$ cat config.mk
export PLATFORM = sky130hd
export DESIGN_NAME = pong_core
export DESIGN_NICKNAME = d
export VERILOG_FILES = /design/src/pong_pkg.sv /design/src/pong_if.sv /design/src/ball_ctrl.sv /design/src/debounce.sv /design/src/display_timings.sv /design/src/game_fsm.sv /design/src/paddle_ctrl.sv /design/src/pong_core.sv /design/src/sprite_render.sv
export SDC_FILE = /design/constraint.sdc
export NUM_CORES = 1
export LEC_CHECK = 0
export BUFFER_PORTS_ARGS = -buffer_cell sky130_fd_sc_hd__buf_4
export CORE_MARGIN = 2
export CORE_UTILIZATION = 58
export DETAILED_ROUTE_END_ITERATION = 6
export PLACE_DENSITY = 0.78
export RECOVER_POWER = 100
export SYNTH_ARGS = -nofsm -noshare
export SYNTH_HDL_FRONTEND = slang
export SYNTH_HIERARCHICAL = 1
export SYNTH_SLANG_ARGS = --single-unit
$ cat constraint.sdc
create_clock -name clk_pix -period 3.7 [get_ports clk_pix]
set_clock_uncertainty 0.1 [all_clocks]
set_input_delay 0.74 -clock clk_pix [delete_from_list [all_inputs] [get_ports clk_pix]]
set_output_delay 0.74 -clock clk_pix [all_outputs]
set_load 0.05 [all_outputs]
$ cat src/pong_pkg.sv
/* Constants for a fixed 640x480 60 Hz mode with an 800x525 total frame.
   Values are not meant to be changed independently. */

package pong_pkg;

    typedef logic [9:0] coord_t;  // screen coordinate
    typedef logic [3:0] speed_t;  // ball speed in pixels per frame

    typedef enum logic [2:0] {
        INIT,
        IDLE,
        START,
        PLAY,
        POINT_END
    } game_state_t;

    // screen timing, both syncs active low
    localparam coord_t H_RES        = 10'd640;
    localparam coord_t V_RES        = 10'd480;
    localparam coord_t H_TOTAL      = 10'd800;
    localparam coord_t V_TOTAL      = 10'd525;
    localparam coord_t H_SYNC_START = 10'd656;
    localparam coord_t H_SYNC_END   = 10'd752;
    localparam coord_t V_SYNC_START = 10'd490;
    localparam coord_t V_SYNC_END   = 10'd492;

    localparam coord_t B_SIZE   = 10'd16;  // ball edge length
    localparam coord_t BX_START = (H_RES - B_SIZE) >> 1;
    localparam coord_t BY_START = (V_RES - B_SIZE) >> 1;

    localparam coord_t P_H     = 10'd64;  // paddle height
    localparam coord_t P_W     = 10'd15;  // paddle width
    localparam coord_t P_SP    = 10'd6;   // paddle step per frame
    localparam coord_t P_OFFS  = 10'd32;  // gap from screen edge
    localparam coord_t P_START = (V_RES - P_H) >> 1;

    localparam speed_t SPX_DEMO   = 4'd10;
    localparam speed_t SPY_DEMO   = 4'd6;
    localparam speed_t SPX_GAME   = 4'd5;
    localparam speed_t SPY_GAME   = 4'd3;
    localparam int     SPEED_STEP = 3;  // paddle hits per speed increase
    typedef logic [$clog2(SPEED_STEP)-1:0] spd_cnt_t;

    localparam int DB_CYCLES = 16;  // stable samples before a level is taken
    typedef logic [$clog2(DB_CYCLES)-1:0] db_cnt_t;

endpackage

$ cat src/pong_if.sv
/* Scan position bundle and sprite position/draw bundle.
   Draw flags are combinational and valid for the current sx, sy. */

`timescale 1ns/1ps

interface scan_if;
    import pong_pkg::*;

    coord_t sx;       // horizontal scan position
    coord_t sy;       // vertical scan position
    logic   de;       // active video
    logic   hsync;    // active low
    logic   vsync;    // active low
    logic   animate;  // one cycle at start of vertical blanking

    modport source (output sx, sy, de, hsync, vsync, animate);
    modport sink   (input  sx, sy, de, hsync, vsync, animate);
endinterface

interface sprite_if;
    import pong_pkg::*;

    coord_t bx, by;    // ball top left
    coord_t p1y, p2y;  // paddle top rows
    logic   b_draw, p1_draw, p2_draw;

    modport ball   (output bx, by, input b_draw, p1_draw, p2_draw);
    modport paddle (output p1y, p2y, input by);
    modport render (input bx, by, p1y, p2y, output b_draw, p1_draw, p2_draw);
endinterface

$ cat src/ball_ctrl.sv
/* Ball motion, speed and collisions. Paddle hits are caught while the
   frame is scanned and acted on at the next animate strobe. */

`timescale 1ns/1ps

module ball_ctrl (
    input  logic                  clk_pix,
    input  logic                  rst_n,
    input  pong_pkg::game_state_t state,
    scan_if.sink                  scan,
    sprite_if.ball                spr,
    output logic                  lft_col,
    output logic                  rgt_col
);
    import pong_pkg::*;

    coord_t   bx, by;
    logic     dx, dy;          // 0 is right / down
    speed_t   spx, spy;
    coord_t   spx_c, spy_c;    // speeds at coordinate width
    spd_cnt_t cnt_sp;          // paddle hits since last speed-up
    logic     p1_col, p2_col;  // ball touched a paddle this frame

    always_comb begin
        spx_c = coord_t'(spx);
        spy_c = coord_t'(spy);
    end

    always_ff @(posedge clk_pix or negedge rst_n) begin
        if (!rst_n) begin
            p1_col <= 1'b0;
            p2_col <= 1'b0;
        end else if (scan.animate) begin
            p1_col <= 1'b0;
            p2_col <= 1'b0;
        end else if (spr.b_draw) begin
            if (spr.p1_draw) p1_col <= 1'b1;
            if (spr.p2_draw) p2_col <= 1'b1;
        end
    end

    always_ff @(posedge clk_pix or negedge rst_n) begin
        if (!rst_n) begin
            spx    <= SPX_DEMO;
            spy    <= SPY_DEMO;
            cnt_sp <= '0;
        end else if (state == INIT) begin
            spx    <= SPX_DEMO;
            spy    <= SPY_DEMO;
            cnt_sp <= '0;
        end else if (state == START) begin
            spx    <= SPX_GAME;
            spy    <= SPY_GAME;
            cnt_sp <= '0;
        end else if (state == PLAY && scan.animate && (p1_col || p2_col)) begin
            if (cnt_sp == spd_cnt_t'(SPEED_STEP - 1)) begin
                if (spx != '1) spx <= spx + 1'b1;  // saturate at 15
                if (spy != '1) spy <= spy + 1'b1;
                cnt_sp <= '0;
            end else begin
                cnt_sp <= cnt_sp + 1'b1;
            end
        end
    end

    always_ff @(posedge clk_pix or negedge rst_n) begin
        if (!rst_n) begin
            bx      <= BX_START;
            by      <= BY_START;
            dx      <= 1'b0;
            dy      <= 1'b0;
            lft_col <= 1'b0;
            rgt_col <= 1'b0;
        end else if (state == INIT || state == START) begin
            bx      <= BX_START;
            by      <= BY_START;
            dx      <= 1'b0;  // serve right
            dy      <= (state == START) ? ~dy : 1'b0;  // vertical serve varies with press time
            lft_col <= 1'b0;
            rgt_col <= 1'b0;
        end else if (scan.animate && state != POINT_END) begin
            if (p1_col) begin  // bounce off left paddle
                dx <= 1'b0;
                bx <= bx + spx_c;
            end else if (p2_col) begin  // bounce off right paddle
                dx <= 1'b1;
                bx <= bx - spx_c;
            end else if (bx >= H_RES - (spx_c + B_SIZE)) begin
                rgt_col <= 1'b1;
            end else if (bx < spx_c) begin
                lft_col <= 1'b1;
            end else begin
                bx <= dx ? bx - spx_c : bx + spx_c;
            end

            if (by >= V_RES - (spy_c + B_SIZE)) begin  // bottom edge
                dy <= 1'b1;
                by <= by - spy_c;
            end else if (by < spy_c) begin  // top edge
                dy <= 1'b0;
                by <= by + spy_c;
            end else begin
                by <= dy ? by - spy_c : by + spy_c;
            end
        end
    end

    assign spr.bx = bx;
    assign spr.by = by;

endmodule

$ cat src/debounce.sv
/* Button debouncer. Level follows btn after DB_CYCLES stable samples plus
   the two synchroniser stages; release_pulse marks a 1 to 0 level change. */

`timescale 1ns/1ps

module debounce (
    input  logic clk_pix,
    input  logic rst_n,
    input  logic btn,
    output logic level,
    output logic release_pulse
);
    import pong_pkg::*;

    logic    btn_meta, btn_sync;
    db_cnt_t cnt;

    always_ff @(posedge clk_pix or negedge rst_n) begin
        if (!rst_n) begin
            btn_meta      <= 1'b0;
            btn_sync      <= 1'b0;
            level         <= 1'b0;
            release_pulse <= 1'b0;
            cnt           <= '0;
        end else begin
            btn_meta      <= btn;
            btn_sync      <= btn_meta;
            release_pulse <= 1'b0;
            if (btn_sync == level) begin
                cnt <= '0;  // bounce back, start over
            end else if (cnt == db_cnt_t'(DB_CYCLES - 1)) begin
                level         <= btn_sync;
                release_pulse <= level;  // old level high means falling
                cnt           <= '0;
            end else begin
                cnt <= cnt + 1'b1;
            end
        end
    end

endmodule

$ cat src/display_timings.sv
/* 640x480 scan counters for a 25 MHz class pixel clock.
   Sync, de and animate are decoded straight from the counters. */

`timescale 1ns/1ps

module display_timings (
    input  logic  clk_pix,
    input  logic  rst_n,
    scan_if.source scan
);
    import pong_pkg::*;

    coord_t sx, sy;

    always_ff @(posedge clk_pix or negedge rst_n) begin
        if (!rst_n) begin
            sx <= '0;
            sy <= '0;
        end else begin
            if (sx == H_TOTAL - 10'd1) begin  // end of line
                sx <= '0;
                if (sy == V_TOTAL - 10'd1) begin
                    sy <= '0;
                end else begin
                    sy <= sy + 10'd1;
                end
            end else begin
                sx <= sx + 10'd1;
            end
        end
    end

    always_comb begin
        scan.sx      = sx;
        scan.sy      = sy;
        scan.hsync   = ~((sx >= H_SYNC_START) && (sx < H_SYNC_END));
        scan.vsync   = ~((sy >= V_SYNC_START) && (sy < V_SYNC_END));
        scan.de      = (sx < H_RES) && (sy < V_RES);
        scan.animate = (sy == V_RES) && (sx == '0);  // first blanking line
    end

    // counter never leaves the line
    a_sx_range: assert property (
        @(posedge clk_pix) disable iff (!rst_n)
        sx < H_TOTAL
    ) else $error("sx out of range: %0d", sx);

endmodule

$ cat src/game_fsm.sv
/* Game flow. INIT runs a single cycle, then the demo in IDLE.
   Edge flags only matter in PLAY. */

`timescale 1ns/1ps

module game_fsm (
    input  logic                  clk_pix,
    input  logic                  rst_n,
    input  logic                  ctrl_pulse,
    input  logic                  lft_col,
    input  logic                  rgt_col,
    output pong_pkg::game_state_t state
);
    import pong_pkg::*;

    game_state_t state_next;

    always_comb begin
        state_next = state;
        case (state)
            INIT:      state_next = IDLE;
            IDLE:      if (ctrl_pulse) state_next = START;
            START:     if (ctrl_pulse) state_next = PLAY;
            PLAY:      if (lft_col || rgt_col) state_next = POINT_END;  // ball out
            POINT_END: if (ctrl_pulse) state_next = START;  // serve again
            default:   state_next = INIT;
        endcase
    end

    always_ff @(posedge clk_pix or negedge rst_n) begin
        if (!rst_n) begin
            state <= INIT;
        end else begin
            state <= state_next;
        end
    end

    a_state_legal: assert property (
        @(posedge clk_pix) disable iff (!rst_n)
        state inside {INIT, IDLE, START, PLAY, POINT_END}
    ) else $error("illegal game state %0d", state);

endmodule

$ cat src/paddle_ctrl.sv
/* Paddle positions, updated once per frame on animate.
   Paddle 1 is the player in PLAY, both paddles chase the ball otherwise. */

`timescale 1ns/1ps

module paddle_ctrl (
    input  logic                  clk_pix,
    input  logic                  rst_n,
    input  pong_pkg::game_state_t state,
    input  logic                  move_up,
    input  logic                  move_dn,
    scan_if.sink                  scan,
    sprite_if.paddle              spr
);
    import pong_pkg::*;

    coord_t p1y, p2y;

    // AI step with half a step of dead band around the ball centre
    function automatic coord_t ai_step(coord_t py, coord_t ball_y);
        coord_t p_mid, b_mid;
        p_mid = py + (P_H >> 1);
        b_mid = ball_y + (B_SIZE >> 1);
        if (p_mid + (P_SP >> 1) < b_mid) begin
            return (py + P_H + P_SP <= V_RES) ? py + P_SP : V_RES - P_H;
        end else if (p_mid > b_mid + (P_SP >> 1)) begin
            return (py >= P_SP) ? py - P_SP : '0;
        end
        return py;
    endfunction

    always_ff @(posedge clk_pix or negedge rst_n) begin
        if (!rst_n) begin
            p1y <= P_START;
            p2y <= P_START;
        end else if (state == INIT || state == START) begin  // re-centre
            p1y <= P_START;
            p2y <= P_START;
        end else if (scan.animate && state != POINT_END) begin
            if (state == PLAY) begin
                if (move_up && !move_dn) begin
                    p1y <= (p1y >= P_SP) ? p1y - P_SP : '0;
                end else if (move_dn && !move_up) begin
                    p1y <= (p1y + P_H + P_SP <= V_RES) ? p1y + P_SP : V_RES - P_H;
                end
            end else begin
                p1y <= ai_step(p1y, spr.by);
            end
            p2y <= ai_step(p2y, spr.by);
        end
    end

    assign spr.p1y = p1y;
    assign spr.p2y = p2y;

    a_paddle_on_screen: assert property (
        @(posedge clk_pix) disable iff (!rst_n)
        (p1y <= V_RES - P_H) && (p2y <= V_RES - P_H)
    ) else $error("paddle off screen: p1y=%0d p2y=%0d", p1y, p2y);

endmodule

$ cat src/pong_core.sv
/* Pong core on the pixel clock. Buttons are active high and asynchronous.
   No clock generation or video encoding here. */

`timescale 1ns/1ps

module pong_core (
    input  logic       clk_pix,
    input  logic       rst_n,
    input  logic       btn_up,
    input  logic       btn_dn,
    input  logic       btn_ctrl,
    output logic [7:0] red,
    output logic [7:0] green,
    output logic [7:0] blue,
    output logic       hsync,
    output logic       vsync,
    output logic       de
);
    import pong_pkg::*;

    scan_if   scan ();
    sprite_if spr ();

    logic        ctrl_pulse, move_up, move_dn;
    logic        lft_col, rgt_col;
    game_state_t state;

    display_timings display_timings_inst (.clk_pix, .rst_n, .scan(scan.source));

    debounce deb_ctrl (  // only the release matters
        .clk_pix, .rst_n, .btn(btn_ctrl), .level(), .release_pulse(ctrl_pulse)
    );
    debounce deb_up (
        .clk_pix, .rst_n, .btn(btn_up), .level(move_up), .release_pulse()
    );
    debounce deb_dn (
        .clk_pix, .rst_n, .btn(btn_dn), .level(move_dn), .release_pulse()
    );

    game_fsm game_fsm_inst (.clk_pix, .rst_n, .ctrl_pulse, .lft_col, .rgt_col, .state);

    paddle_ctrl paddle_ctrl_inst (
        .clk_pix, .rst_n, .state, .move_up, .move_dn,
        .scan(scan.sink), .spr(spr.paddle)
    );

    ball_ctrl ball_ctrl_inst (
        .clk_pix, .rst_n, .state, .scan(scan.sink), .spr(spr.ball), .lft_col, .rgt_col
    );

    sprite_render sprite_render_inst (
        .clk_pix, .rst_n, .scan(scan.sink), .spr(spr.render),
        .red, .green, .blue, .hsync, .vsync, .de
    );

endmodule

$ cat src/sprite_render.sv
/* Monochrome renderer. All outputs are registered, so RGB lines up with
   the delayed syncs and de one cycle behind the scan counters. */

`timescale 1ns/1ps

module sprite_render (
    input  logic        clk_pix,
    input  logic        rst_n,
    scan_if.sink        scan,
    sprite_if.render    spr,
    output logic [7:0]  red,
    output logic [7:0]  green,
    output logic [7:0]  blue,
    output logic        hsync,
    output logic        vsync,
    output logic        de
);
    import pong_pkg::*;

    logic lit;  // pixel is white

    always_comb begin
        spr.b_draw  = (scan.sx >= spr.bx) && (scan.sx < spr.bx + B_SIZE)
                   && (scan.sy >= spr.by) && (scan.sy < spr.by + B_SIZE);
        spr.p1_draw = (scan.sx >= P_OFFS) && (scan.sx < P_OFFS + P_W)
                   && (scan.sy >= spr.p1y) && (scan.sy < spr.p1y + P_H);
        spr.p2_draw = (scan.sx >= H_RES - P_OFFS - P_W) && (scan.sx < H_RES - P_OFFS)
                   && (scan.sy >= spr.p2y) && (scan.sy < spr.p2y + P_H);
        lit = scan.de && (spr.b_draw || spr.p1_draw || spr.p2_draw);
    end

    always_ff @(posedge clk_pix or negedge rst_n) begin
        if (!rst_n) begin
            hsync <= 1'b1;  // syncs idle high
            vsync <= 1'b1;
            de    <= 1'b0;
            red   <= 8'h00;
            green <= 8'h00;
            blue  <= 8'h00;
        end else begin
            hsync <= scan.hsync;
            vsync <= scan.vsync;
            de    <= scan.de;
            red   <= lit ? 8'hFF : 8'h00;
            green <= lit ? 8'hFF : 8'h00;
            blue  <= lit ? 8'hFF : 8'h00;
        end
    end

endmodule

Word-level counts from Yosys, hierarchy flattened

Cells that the tools add are included.

Bits in registers: 112
Bits in latches: 0
Bits in writable memories: 0
Bits in read-only memories: 0
Input port bits: 5
Output and inout bits: 27
Logic and storage cells: 278
Memories: 0

$add $sub $neg: 32
Multiply operators: 0
Div/mod/pow operators: 0
$lt $le $gt $ge: 30
Equality and inequality tests: 26
Shift-type cells: 0
Muxes and demuxes: 93
Bitwise operators: 6
Reductions and logical operators: 58

Operator list:

| cell                                                                               | number |
|---|---|
| 10-bit two-way mux                                                                 | 31 |
| 4-bit two-way mux                                                                  | 16 |
| 10-bit >= comparator                                                               | 6 |
| 10-bit < comparator                                                                | 6 |
| 10-bit by 3-bit adder with 10-bit output (second input constant)                   | 4 |
| 1-bit two-way mux                                                                  | 37 |
| 10-bit by 2-bit adder with 10-bit output (second input constant)                   | 3 |
| 10-bit < comparator (second input constant)                                        | 3 |
| 3-bit nonzero test                                                                 | 7 |
| 10-bit by 1-bit adder with 10-bit output (second input constant)                   | 2 |
| 10-bit by 4-bit adder with 10-bit output                                           | 2 |
| 10-bit by 5-bit adder with 10-bit output (second input constant)                   | 2 |
| 10-bit by 6-bit adder with 10-bit output (second input constant)                   | 2 |
| 10-bit by 7-bit adder with 10-bit output (second input constant)                   | 2 |
| 4-bit by 1-bit adder with 4-bit output (second input constant)                     | 5 |
| 10-bit equality test (second input constant)                                       | 2 |
| 10-bit >= comparator (second input constant)                                       | 2 |
| 10-bit by 3-bit >= comparator with 1-bit output (second input constant)            | 2 |
| 10-bit > comparator                                                                | 2 |
| 10-bit by 9-bit less-or-equal comparator with 1-bit output (second input constant) | 2 |
| 10-bit by 4-bit < comparator with 1-bit output                                     | 2 |
| 10-bit by 9-bit < comparator with 1-bit output (second input constant)             | 2 |
| 10-bit by 3-bit subtractor with 10-bit output (second input constant)              | 2 |
| 10-bit by 4-bit subtractor with 10-bit output                                      | 2 |
| other kinds (36)                                                                   | 99 |

Logic depth before layout (Yosys ltp)

Gate-level depths: netlist of run 1.

Word-level depth: 12
Depth in mapped cells: 17
Mapped depth without buffers: 15

Modules after synthesis

The synthesis of run 1 kept the hierarchy.

By module, submodules not included:

| module          | instances | cells each | area each (sq um) | sequential area each (sq um) |
|---|---|---|---|---|
| paddle_ctrl     | 1         | 463        | 3,553.4           | 483.0 |
| ball_ctrl       | 1         | 332        | 2,905.3           | 915.9 |
| sprite_render   | 1         | 251        | 2,016.9           | 102.6 |
| display_timings | 1         | 116        | 1,136.1           | 500.5 |
| debounce        | 3         | 20         | 302.8             | 200.2 |
| game_fsm        | 1         | 15         | 150.1             | 75.1 |

Least setup slack after synthesis of run 1

Ideal clock, no wire load.

Path type: register to register
Start point: register paddle_ctrl_inst.p2y[7] (netlist: paddle_ctrl_inst/spr.p2y[7])
End point: register paddle_ctrl_inst.p2y[8] (netlist: paddle_ctrl_inst/spr.p2y[8])
Setup time: 0.130 ns
Data arrival time: 3.339 ns
Required time: 3.470 ns
Setup slack: 0.131 ns
Cell stages (with the launch flop): 13
Buffers on the path: 3
Period minus slack after synthesis: 3.569 ns
Path through: dfstp_2 -> clkbuf_1 -> xor2_1 -> nand3_1 -> xnor2_1 -> ha_1 -> a2111o_1 -> o31a_1 -> clkbuf_1 -> nand2b_1 -> buf_2 -> o311ai_0 -> o21ai_1

Longest elaborated chain between the ends: 8
Elaborated cells on any way between the ends: 23
Classes of those cells: add/sub (6); order compare (4); mux (11); reduce/logical (2)

RTL lines:

| what                                                                                                 | RTL line                             | text |
|---|---|---|
| start: declaration                                                                                   | paddle_ctrl.sv:17                    | `coord_t p1y, p2y;` |
| start signal: assignment                                                                             | paddle_ctrl.sv:49                    | `p2y <= ai_step(p2y, spr.by);` |
| 10-bit by 7-bit adder with 10-bit output or 10-bit by 6-bit adder with 10-bit output (tied branches) | paddle_ctrl.sv:25, paddle_ctrl.sv:22 |  |
| 10-bit by 3-bit adder with 10-bit output, or another cell as far along                               | paddle_ctrl.sv:25                    | `return (py + P_H + P_SP <= V_RES) ? py + P_SP : V_RES - P_H;` |
| 10-bit by 9-bit less-or-equal comparator with 1-bit output, or another cell as far along             | paddle_ctrl.sv:25                    |  |
| 10-bit two-way mux or 1-bit two-way mux (tied branches)                                              | paddle_ctrl.sv:25, paddle_ctrl.sv:24 |  |
| 10-bit two-way mux or 1-bit two-way mux (tied branches)                                              | paddle_ctrl.sv:24, paddle_ctrl.sv:39 |  |
| 10-bit two-way mux or 1-bit two-way mux (tied branches)                                              | paddle_ctrl.sv:29, paddle_ctrl.sv:36 |  |
| 10-bit two-way mux or 2-bit nonzero test (tied branches)                                             | n/a                                  |  |
| 10-bit two-way mux or 2-bit AND reduction (tied branches)                                            | n/a                                  |  |

Parallel ways exist; a longest one is shown, timed or not. The select of a mux whose other input is x is not followed.
A chain may end at the register's enable or synchronous reset.

Final worst setup path of run 1

Start point: register ball_ctrl_inst.by[5] (netlist: ball_ctrl_inst/spr.by[5])
End point: register paddle_ctrl_inst.p1y[7] (netlist: paddle_ctrl_inst/spr.p1y[7])

Longest elaborated chain between the ends: 10
Elaborated cells on any way between the ends: 16
Classes of those cells: add/sub (2); order compare (2); mux (10); reduce/logical (2)

RTL lines:

| what                                       | RTL line          | text |
|---|---|---|
| start: declaration                         | ball_ctrl.sv:17   | `coord_t bx, by;` |
| start signal: assignment                   | ball_ctrl.sv:98   | `by <= by - spy_c;` |
| start signal: assignment                   | ball_ctrl.sv:101  | `by <= by + spy_c;` |
| start signal: assignment                   | ball_ctrl.sv:103  | `by <= dy ? by - spy_c : by + spy_c;` |
| 10-bit by 4-bit adder with 10-bit output * | paddle_ctrl.sv:23 | `b_mid = ball_y + (B_SIZE >> 1);` |
| 10-bit by 2-bit adder with 10-bit output   | paddle_ctrl.sv:26 | `end else if (p_mid > b_mid + (P_SP >> 1)) begin` |
| 10-bit > comparator                        | paddle_ctrl.sv:26 |  |
| 1-bit two-way mux                          | paddle_ctrl.sv:26 |  |
| 1-bit two-way mux                          | paddle_ctrl.sv:24 | `if (p_mid + (P_SP >> 1) < b_mid) begin` |
| 1-bit two-way mux                          | paddle_ctrl.sv:40 | `if (state == PLAY) begin` |
| 1-bit two-way mux                          | paddle_ctrl.sv:39 | `end else if (scan.animate && state != POINT_END) begin` |
| 1-bit two-way mux                          | paddle_ctrl.sv:36 | `end else if (state == INIT \|\| state == START) begin` |
| 3-bit nonzero test (no line)               | n/a               |  |
| 3-bit AND reduction (no line)              | n/a               |  |
| end signal: assignment                     | paddle_ctrl.sv:42 | `p1y <= (p1y >= P_SP) ? p1y - P_SP : '0;` |
| end signal: assignment                     | paddle_ctrl.sv:44 | `p1y <= (p1y + P_H + P_SP <= V_RES) ? p1y + P_SP : V_RES - P_H;` |
| end signal: assignment                     | paddle_ctrl.sv:47 | `p1y <= ai_step(p1y, spr.by);` |
| end: declaration                           | paddle_ctrl.sv:17 |  |

Mark *: on every way between the ends. The rest lies on a longest branch, timed or not. The select of a mux whose other input is x is not followed.

==> out/metrics.csv, run 1 <==
metric,value,unit
status,finished clean,
pwr-share-comb,0.021,
rrSetupSlack,170,ps
syn_to_final_growth,7.114,%
switching_share,0.2326,
p_leak,5.203,nW
cap_violations,0,
cpLargestDelayFamily,simple AND/OR/NAND/NOR gates,
synth_cells,1233,
total_power,2.216,mW
hold_end,deb_up/btn_sync,
finalNetCount,1424,
finalCritPeriodShare,0.9541,
r2r_cells,13,
drt-total-wl,26.34,mm
dpl_cell_area,11150,um2
pwr-share-clk,0.456,
dp_hpwl,19.53,mm
slew_headroom,0.05498,
dp.cells,1476,
min_from,deb_up/btn_meta,
htreeDepth,3,
p_int,1.701,mW
hold_viol_final,0,
clkLatencyLatePin,370,ps
pwr_density_cell,195.1,nW/um2
cpPeakStageDelay,750,ps
required,3900,ps
critical_path_class,register to register,
r2r-end,paddle_ctrl_inst/spr.p1y[7],
cp-end-kind,register,
wl_per_cell,17.63,um
io_pins,32,
tightest_slew,1418,ps
num_antenna_cells,0,
r2r-start,ball_ctrl_inst/spr.by[5],
hp-class,register to register,
drt_iter0_drc,699,
first_global_vias,9174,
setup_viol_count_final,0,
final_cells,1494,
seqPwrFrac,0.522,
critPathBufInv,1,
final_area,11360,um2
firstDrtPassIters,5,
syn_avg_cell_area,8.601,um2
root_buffer,clkbuf_16,
irDropWorstVdd,265.0,uV
die_y,139.2,um
coreArea,17960,um2
synth_nets,1397,
vias_per_cell,6.231,
track_usage,0.2699,
drv_slew,0,
cts_buffers,9,
slowest_stage,dfstp_2,
antenna_found_initial,0,
grt_pass1_wl,43.59,mm
layout-drive-gt1-share,0.1036,
min_period,3530,ps
die_w,139.2,um
overflow,0,
clk_pin_slew,80,ps
netlist_area,10610,um2
worstSetupStartpointType,register,
cp_cell_sequence,"nand3_2, xor2_1, nor2_1, xor2_1, ha_1, or4_1, a21oi_1, a21oi_1, and4b_1, nor2_2, buf_12, a21boi_0, o22a_1",
route.detailed.drc,0,
switchingPower,0.5155,mW
cts_tree,built,
cp.arrival,3730,ps
clock_sinks,104,
cp_max_fo,18,
ant_nets,0,
ctsHoldBuffers,0,
vias,9309,
port_buffers,31,
start_util,0.5904,
fmaxAchievable,0.2833,GHz
grt_start_max_net_pins,58,
clockBufferDepth,2,
holdPathStages,0,
place.gp.congestion,0.9644,
dieArea,19380,um2
fill_cells,1567,
yosysWarnings,6,
setup_tns,0,ps
rows,49,
==> metal layers <==
metal,up-vias,part of all wire,wire length (um),GRT usage
li1,4505,-,-,-
met1,4459,0.45,11730,0.3547
met2,293,0.48,12510,0.4515
met3,52,0.055,1461,0.04749
met4,0,0.024,635,0.08985
met5,-,0,0,0
==> layout by cell type, fill, tap and decap left out, types with 6 or more instances in the layout <==
cell type  count
ha_1         154
inv_1        106
a21oi_1       83
dfrtp_1       83
nand2_1       79
xnor2_1       65
nor2_1        65
nand3_1       54
o21ai_0       53
buf_4         47
clkbuf_1      31
nor3_1        29
nand4_1       27
xor2_1        24
mux2i_1       19
a21o_1        18
dfstp_2       18
nor2b_1       17
a31oi_1       13
o21a_1        12
or3_1         12
nand2b_1      11
and3_1        10
o211ai_1       9
clkbuf_16      9
o31ai_1        8
a211oi_1       8
nor3b_1        8
a21boi_0       7
and2_1         6
o31a_1         6
o2111ai_1      6
nor4_1         6
o21ai_1        6
o221ai_1       6
==> what timing repair did <==
item	in CTS	in global routing
buffers inserted	0	1
endpoints found under the setup margin	0	18
resized for setup	0	13
==> per-stage QoR <==
| stage | util | hold slack, ps | worst slack, ps |
|---|---|---|---|
| after global placement | 0.6206 | 233.0 | 160.4 |
| final | 0.6324 | 251.5 | 169.8 |
| after detailed placement | 0.6206 | 236.3 | 64.76 |
| after global routing | 0.6324 | 258.8 | -39.47 |
| after CTS | 0.6376 | 256.3 | 37.87 |
| after floorplan | - | 231.2 | 131.3 |
==> area by class of cell <==
class                           count  area, um2  area share
Sequential cell                   104       2629      0.2314
Multi-Input combinational cell    956       7224      0.6360
Inverter                          107      401.6     0.03536
Timing Repair Buffer               82      513.0     0.04516
Clock buffer                       10      229.0     0.02016
Clock inverter                      6      76.32    0.006719
Tap cell                          229      286.5     0.02522
==> worst reg2reg max path, delay by kind of cell (launching register included) <==
family / cells / cell delay (ps)
AND/OR/NAND/NOR: 5 / 1180
flip-flops: 1 / 750
XOR/XNOR: 2 / 550
AO/OA/AOI/OAI: 4 / 520
adder cells (fa/ha/maj): 1 / 230
buffers and inverters: 1 / 150
==> registers in the layout, indices dropped and copies added, names as in the netlist, 2 cells and up <==
register	cells
ball_ctrl_inst/spr.bx	10
ball_ctrl_inst/spr.by	10
display_timings_inst/scan.sx	10
display_timings_inst/scan.sy	10
paddle_ctrl_inst/spr.p1y	10
paddle_ctrl_inst/spr.p2y	9
ball_ctrl_inst/spx	4
ball_ctrl_inst/spy	4
deb_ctrl/cnt	4
deb_dn/cnt	4
deb_up/cnt	4
game_fsm_inst/state	3
ball_ctrl_inst/cnt_sp	2
==> power groups by stage <==
| stage | registers, mW | logic [mW] | clock network [mW] |
|---|---|---|---|
| finish | 1.16 | 0.0475 | 1.01 |
| global route | 1.16 | 0.0559 | 1.07 |
| CTS | 1.16 | 0.0522 | 1.04 |
| detailed placement | 1.18 | 0.0521 | 0 |
| global placement | 1.18 | 0.0503 | 0 |
| floorplan | 1.18 | 0.0195 | 0 |
==> worst max path at each step <==
| stage | from | endpoint | slack [ps] | depth (start not counted) |
|---|---|---|---|---|
| after floorplan | paddle_ctrl_inst/spr.p2y[7] | paddle_ctrl_inst/spr.p2y[8] | 130 | 12 |
| after global placement | paddle_ctrl_inst/spr.p2y[6] | paddle_ctrl_inst/spr.p2y[3] | 160 | 11 |
| after detailed placement | paddle_ctrl_inst/spr.p1y[2] | paddle_ctrl_inst/spr.p1y[9] | 60 | 14 |
| after CTS | paddle_ctrl_inst/spr.p1y[2] | paddle_ctrl_inst/spr.p1y[9] | 40 | 14 |
| after global routing | paddle_ctrl_inst/spr.p2y[6] | paddle_ctrl_inst/spr.p2y[7] | -40 | 11 |
| final | ball_ctrl_inst/spr.by[5] | paddle_ctrl_inst/spr.p1y[7] | 170 | 13 |
Note: power is estimated with default switching activity, not from simulation.
==> run 2, diff against run 1 <==
--- a/config.mk
+++ b/config.mk
@@ -6,10 +6,10 @@
 export NUM_CORES = 1
 export LEC_CHECK = 0
 export BUFFER_PORTS_ARGS = -buffer_cell sky130_fd_sc_hd__buf_4
-export CORE_MARGIN = 2
-export CORE_UTILIZATION = 58
+export CORE_UTILIZATION = 60
+export CTS_BUF_LIST = sky130_fd_sc_hd__clkbuf_8
 export DETAILED_ROUTE_END_ITERATION = 6
-export PLACE_DENSITY = 0.78
+export PLACE_DENSITY = 0.8
 export RECOVER_POWER = 100
 export SYNTH_ARGS = -nofsm -noshare
 export SYNTH_HDL_FRONTEND = slang
==> out/metrics.csv, run 2 (same netlist as run 1, synthesis figures left out) <==
metric,value,unit,change
layout_commonest_cell,ha_1,,
tightest_slew,1471,ps,+53.03 ps
dp_hpwl,19.51,mm,-0.15%
final_area,11330,um2,-0.24%
cpLargestDelayFamily,simple AND/OR/NAND/NOR gates,,
worstSetupStartpointType,register,,
grt_pass1_wl,43.02,mm,-1.3%
min_period,3543,ps,+12.62 ps
rrSetupSlack,160,ps,about the same
port_buffers,31,,unchanged
path_depth,15,,+2
firstDrtPassIters,5,,unchanged
critPathBufInv,2,,+1
hp-class,register to register,,
die_w,135.0,um,-3.1%
status,finished clean,,
dpl_cell_area,11150,um2,about the same
multi_input_area,7263,um2,+0.54%
cpPeakStageDelay,630,ps,-120 ps
dieArea,18210,um2,-6.0%
seqCellArea,2630,um2,about the same
fmaxAchievable,0.2823,GHz,-0.36%
slew_headroom,0.01962,,-0.03535
endpoint,paddle_ctrl_inst/spr.p1y[7],,
clkLatencyLatePin,390,ps,+20 ps
cts_buffers,9,,unchanged
irDropWorstVdd,164.6,uV,-38%
start_util,0.6131,,+0.02276
route.detailed.drc,0,,unchanged
r2r-end,paddle_ctrl_inst/spr.p1y[7],,
setup_ws,157.2,ps,-12.62 ps
final_cells,1496,,+0.13%
place_ws,-38.42,ps,-103.2 ps
cp_cell_sequence,"inv_1, ha_1, nand3b_1, a21oi_1, xor2_1, ha_1, nand3_1, or3_1, o2111ai_1, a21oi_1, and4b_1, nor2_2, buf_4, a21boi_0, o22a_1",,
cp.arrival,3770,ps,+40 ps
slowest_stage,dfstp_2,,
cts_tree,built,,
drt_iter0_drc,647,,-7.4%
wl_per_cell,17.60,um,-0.13%
drt-total-wl,26.34,mm,about the same
finalNetCount,1430,,+0.42%
dp.cells,1474,,-0.14%
vias_per_cell,6.252,,+0.34%
root_buffer,clkbuf_8,,
grt_start_max_net_pins,59,,+1.7%
htreeDepth,3,,unchanged
antenna_found_initial,0,,unchanged
syn_to_final_growth,6.854,%,
drv_slew,0,,unchanged
coreArea,17300,um2,-3.7%
first_global_vias,8776,,-4.3%
ant_nets,0,,unchanged
required,3930,ps,+30 ps
ctsHoldBuffers,0,,unchanged
p_leak,5.208,nW,+0.11%
clk_pin_slew,100,ps,+20 ps
io_pins,32,,unchanged
rows,48,,-2.0%
clockBufferDepth,2,,unchanged
overflow,0,,unchanged
die_y,135.0,um,-3.1%
cp-end-kind,register,,
place.gp.congestion,0.9307,,-3.5%
clock_sinks,104,,unchanged
r2r-start,ball_ctrl_inst/spr.by[3],,
vias,9353,,+0.47%
layout-drive-gt1-share,0.1086,,+0.005019
rsz0062_at_grt,no,,
critical_path_class,register to register,,
r2r_cells,15,,+2
finalCritPeriodShare,0.9575,,+0.003412
cp-startpoint,ball_ctrl_inst/spr.by[3],,
cap_violations,0,,unchanged
hold_viol_final,0,,unchanged
min_from,deb_ctrl/btn_meta,,
holdWs,258.1,ps,+6.683 ps
fill_cells,1476,,-5.8%
pwr_density_cell,178.3,nW/um2,-8.6%
setup_viol_count_final,0,,unchanged
track_usage,0.2937,,+0.02386
cp_max_fo,16,,-2
num_antenna_cells,0,,unchanged
layout_common_cells,"153 x ha_1, 107 x inv_1, 83 x a21oi_1, 82 x dfrtp_1, 79 x nand2_1",,
[run 2: changes by cell type in the layout (fill, tap and decap cells not counted), sizes merged]
cell / delta
clkinv: +1
buf: +4
clkinvlp: -1
bufinv: +1
clkbuf: +1
[run 2: where the power goes]
part	internal (mW)	switching, mW
registers	1.15	0.0103
clock network	0.385	0.431
logic	0.0142	0.0320
[run 2: through the flow]
step	utilization	total power, mW	TNS [ps]
CTS	0.6580	2.043	0
detailed placement	0.6444	1.232	-43.94
global route	0.6552	2.085	0
floorplan	-	1.197	0
finish	0.6552	2.021	0
global placement	0.6444	1.228	0
[run 2: what timing repair did]
action,CTS,global route
pin swaps,1,3
gates cloned,0,1
buffers inserted,1,4
setup endpoints to repair,2,19
resized for setup,1,17
[run 2: worst min path at each step]
stage                        endpoint  cells past startpoint
global route        deb_ctrl/btn_sync                      0
floorplan           deb_ctrl/btn_sync                      0
detailed placement  deb_ctrl/btn_sync                      0
global placement    deb_ctrl/btn_sync                      0
finish              deb_ctrl/btn_sync                      0
CTS                 deb_ctrl/btn_sync                      0
[run 2: area by class of cell]
type,count,area share
inverter,107,0.03544
clock buffer,9,0.01093
timing repair buffer,88,0.04726
sequential,104,0.2321
clock inverter,7,0.008502
tap,225,0.02484
multi-input combinational,956,0.6409
[run 2: layer usage]
layer | part of all wire | up-vias | global-route usage
li1 | - | 4507 | -
met1 | 0.44 | 4484 | 0.3935
met2 | 0.48 | 322 | 0.5046
met3 | 0.061 | 40 | 0.03003
met4 | 0.019 | 0 | 0.07678
met5 | 0 | - | 0
==> run 3, diff against run 2 <==
--- a/config.mk
+++ b/config.mk
@@ -9,6 +9,7 @@
 export CORE_UTILIZATION = 60
 export CTS_BUF_LIST = sky130_fd_sc_hd__clkbuf_8
 export DETAILED_ROUTE_END_ITERATION = 6
+export MAX_ROUTING_LAYER = met4
 export PLACE_DENSITY = 0.8
 export RECOVER_POWER = 100
 export SYNTH_ARGS = -nofsm -noshare
==> out/metrics.csv, run 3 (same netlist as run 1, synthesis figures left out) <==
metric,value,unit,change
drt_iter0_drc,611,,-5.6%
clockBufferDepth,2,,unchanged
dpl_cell_area,11120,um2,-0.20%
port_buffers,31,,unchanged
slew_headroom,-0.7318,,-0.7514
hold_viol_final,0,,unchanged
setup_ws,161.6,ps,+4.396 ps
route.detailed.drc,0,,unchanged
grt_start_max_net_pins,105,,+78%
cts_tree,built,,
seqCellArea,2634,um2,+0.14%
htreeDepth,3,,unchanged
ant_nets,0,,unchanged
dieArea,18210,um2,unchanged
cp_max_fo,12,,-4
utilization,0.6531,,-0.002026
clkLatencyLatePin,400,ps,about the same
layout_common_cells,"153 x ha_1, 107 x inv_1, 83 x a21oi_1, 82 x dfrtp_1, 79 x nand2_1",,
vias_per_cell,6.177,,-1.2%
start_util,0.6131,,unchanged
setup_viol_count_final,0,,unchanged
worstSetupStartpointType,register,,
finalCritPeriodShare,0.9563,,-0.001188
overflow,0,,unchanged
hp-class,register to register,,
cap_violations,1,,+1
cp-end-kind,register,,
die_w,135.0,um,unchanged
cts_buffers,9,,unchanged
die_y,135.0,um,unchanged
track_usage,0.2995,,+0.005798
multi_input_area,7213,um2,-0.69%
vias,9223,,-1.4%
dp.cells,1471,,-0.20%
layout_commonest_cell,ha_1,,
root_buffer,clkbuf_8,,
required,3930,ps,about the same
tightest_slew,2598,ps,+1127 ps
syn_to_final_growth,6.524,%,
dp_hpwl,19.30,mm,-1.1%
failed_checks,"capacitance limit, slew limit",,
first_global_vias,8713,,-0.72%
fmaxAchievable,0.2826,GHz,+0.12%
irDropWorstVdd,175.8,uV,+6.8%
cp.arrival,3770,ps,about the same
rows,48,,unchanged
fill_cells,1480,,+0.27%
place.gp.congestion,0.9866,,+6.0%
place_ws,-49.37,ps,-10.95 ps
wl_per_cell,17.30,um,-1.7%
min_period,3538,ps,-4.396 ps
coreArea,17300,um2,unchanged
io_pins,32,,unchanged
layout-drive-gt1-share,0.1065,,-0.002109
critical_path_class,register to register,,
pwr_density_cell,180.0,nW/um2,+0.94%
finalNetCount,1427,,-0.21%
p_leak,5.184,nW,-0.46%
clock_sinks,104,,unchanged
final_cells,1493,,-0.20%
status,finished with violations,,
holdWs,256.4,ps,-1.767 ps
final_area,11300,um2,-0.31%
antenna_found_initial,0,,unchanged
grt_pass1_wl,42.39,mm,-1.5%
ctsHoldBuffers,0,,unchanged
num_antenna_cells,0,,unchanged
firstDrtPassIters,7,,+2
drt-total-wl,25.84,mm,-1.9%
clk_pin_slew,100,ps,about the same
drv_slew,105,,+105
-- run 3: power by group --
| group | total (mW) | switching (mW) | internal (mW) |
|---|---|---|---|
| sequential | 1.16 | 0.00952 | 1.15 |
| clock | 0.829 | 0.427 | 0.402 |
| combinational | 0.0464 | 0.0318 | 0.0147 |
-- run 3: worst paths after layout --
| path | startpoint | end | slack [ps] | cells after the start |
|---|---|---|---|---|
| worst max register to register | paddle_ctrl_inst/spr.p2y[6] | paddle_ctrl_inst/spr.p2y[3] | 160 | 11 |
| worst min register to register | deb_ctrl/btn_meta | deb_ctrl/btn_sync | 260 | 0 |
| max in group asynchronous | rst_n | paddle_ctrl_inst/spr.p1y[1] | 660 | 2 |
| worst max-delay path | paddle_ctrl_inst/spr.p2y[6] | paddle_ctrl_inst/spr.p2y[3] | 160 | 11 |
| worst min-delay path | deb_ctrl/btn_meta | deb_ctrl/btn_sync | 260 | 0 |
| min in group asynchronous | rst_n | deb_dn/cnt[0] | 1170 | 2 |
-- run 3: final cells by class --
class / count / area share
inverter: 107 / 0.03555
sequential: 104 / 0.2331
tap: 225 / 0.02492
multi-input combinational: 955 / 0.6385
timing repair buffer: 86 / 0.04785
clock inverter: 6 / 0.007864
clock buffer: 10 / 0.01218
-- run 3: routing by layer --
| layer | up-vias | wire length (um) | global-route usage | share of wire |
|---|---|---|---|---|
| li1 | 4498 | - | - | - |
| met1 | 4415 | 11690 | 0.3783 | 0.45 |
| met2 | 261 | 12240 | 0.4968 | 0.47 |
| met3 | 49 | 1300 | 0.03716 | 0.050 |
| met4 | 0 | 609 | 0.09863 | 0.024 |
| met5 | - | 0 | - | 0 |
-- run 3: timing repair --
item	CTS	global route
gates resized for setup	1	16
hold endpoints to repair	0	0
setup buffers	1	5
setup endpoints to repair	1	19
pin swaps	0	2
cloned	0	0
-- run 3: metrics by stage --
stage                     TNS, ps  total power [mW]
after floorplan                 0             1.197
after global placement     -6.583             1.228
after detailed placement   -49.37             1.231
after CTS                       0             2.059
after global routing       -16.37             2.102
final                           0             2.033
-- run 3: critical path, cell delays in order (launching register included) --
cell      delay, ps
dfstp_2         670
ha_2            270
xor2_1          210
nand3_1         130
xnor2_1         160
ha_1            300
a2111o_1        430
o31a_1          360
nand2b_2        310
o22a_1          240
a21o_1          170
a21oi_1         130
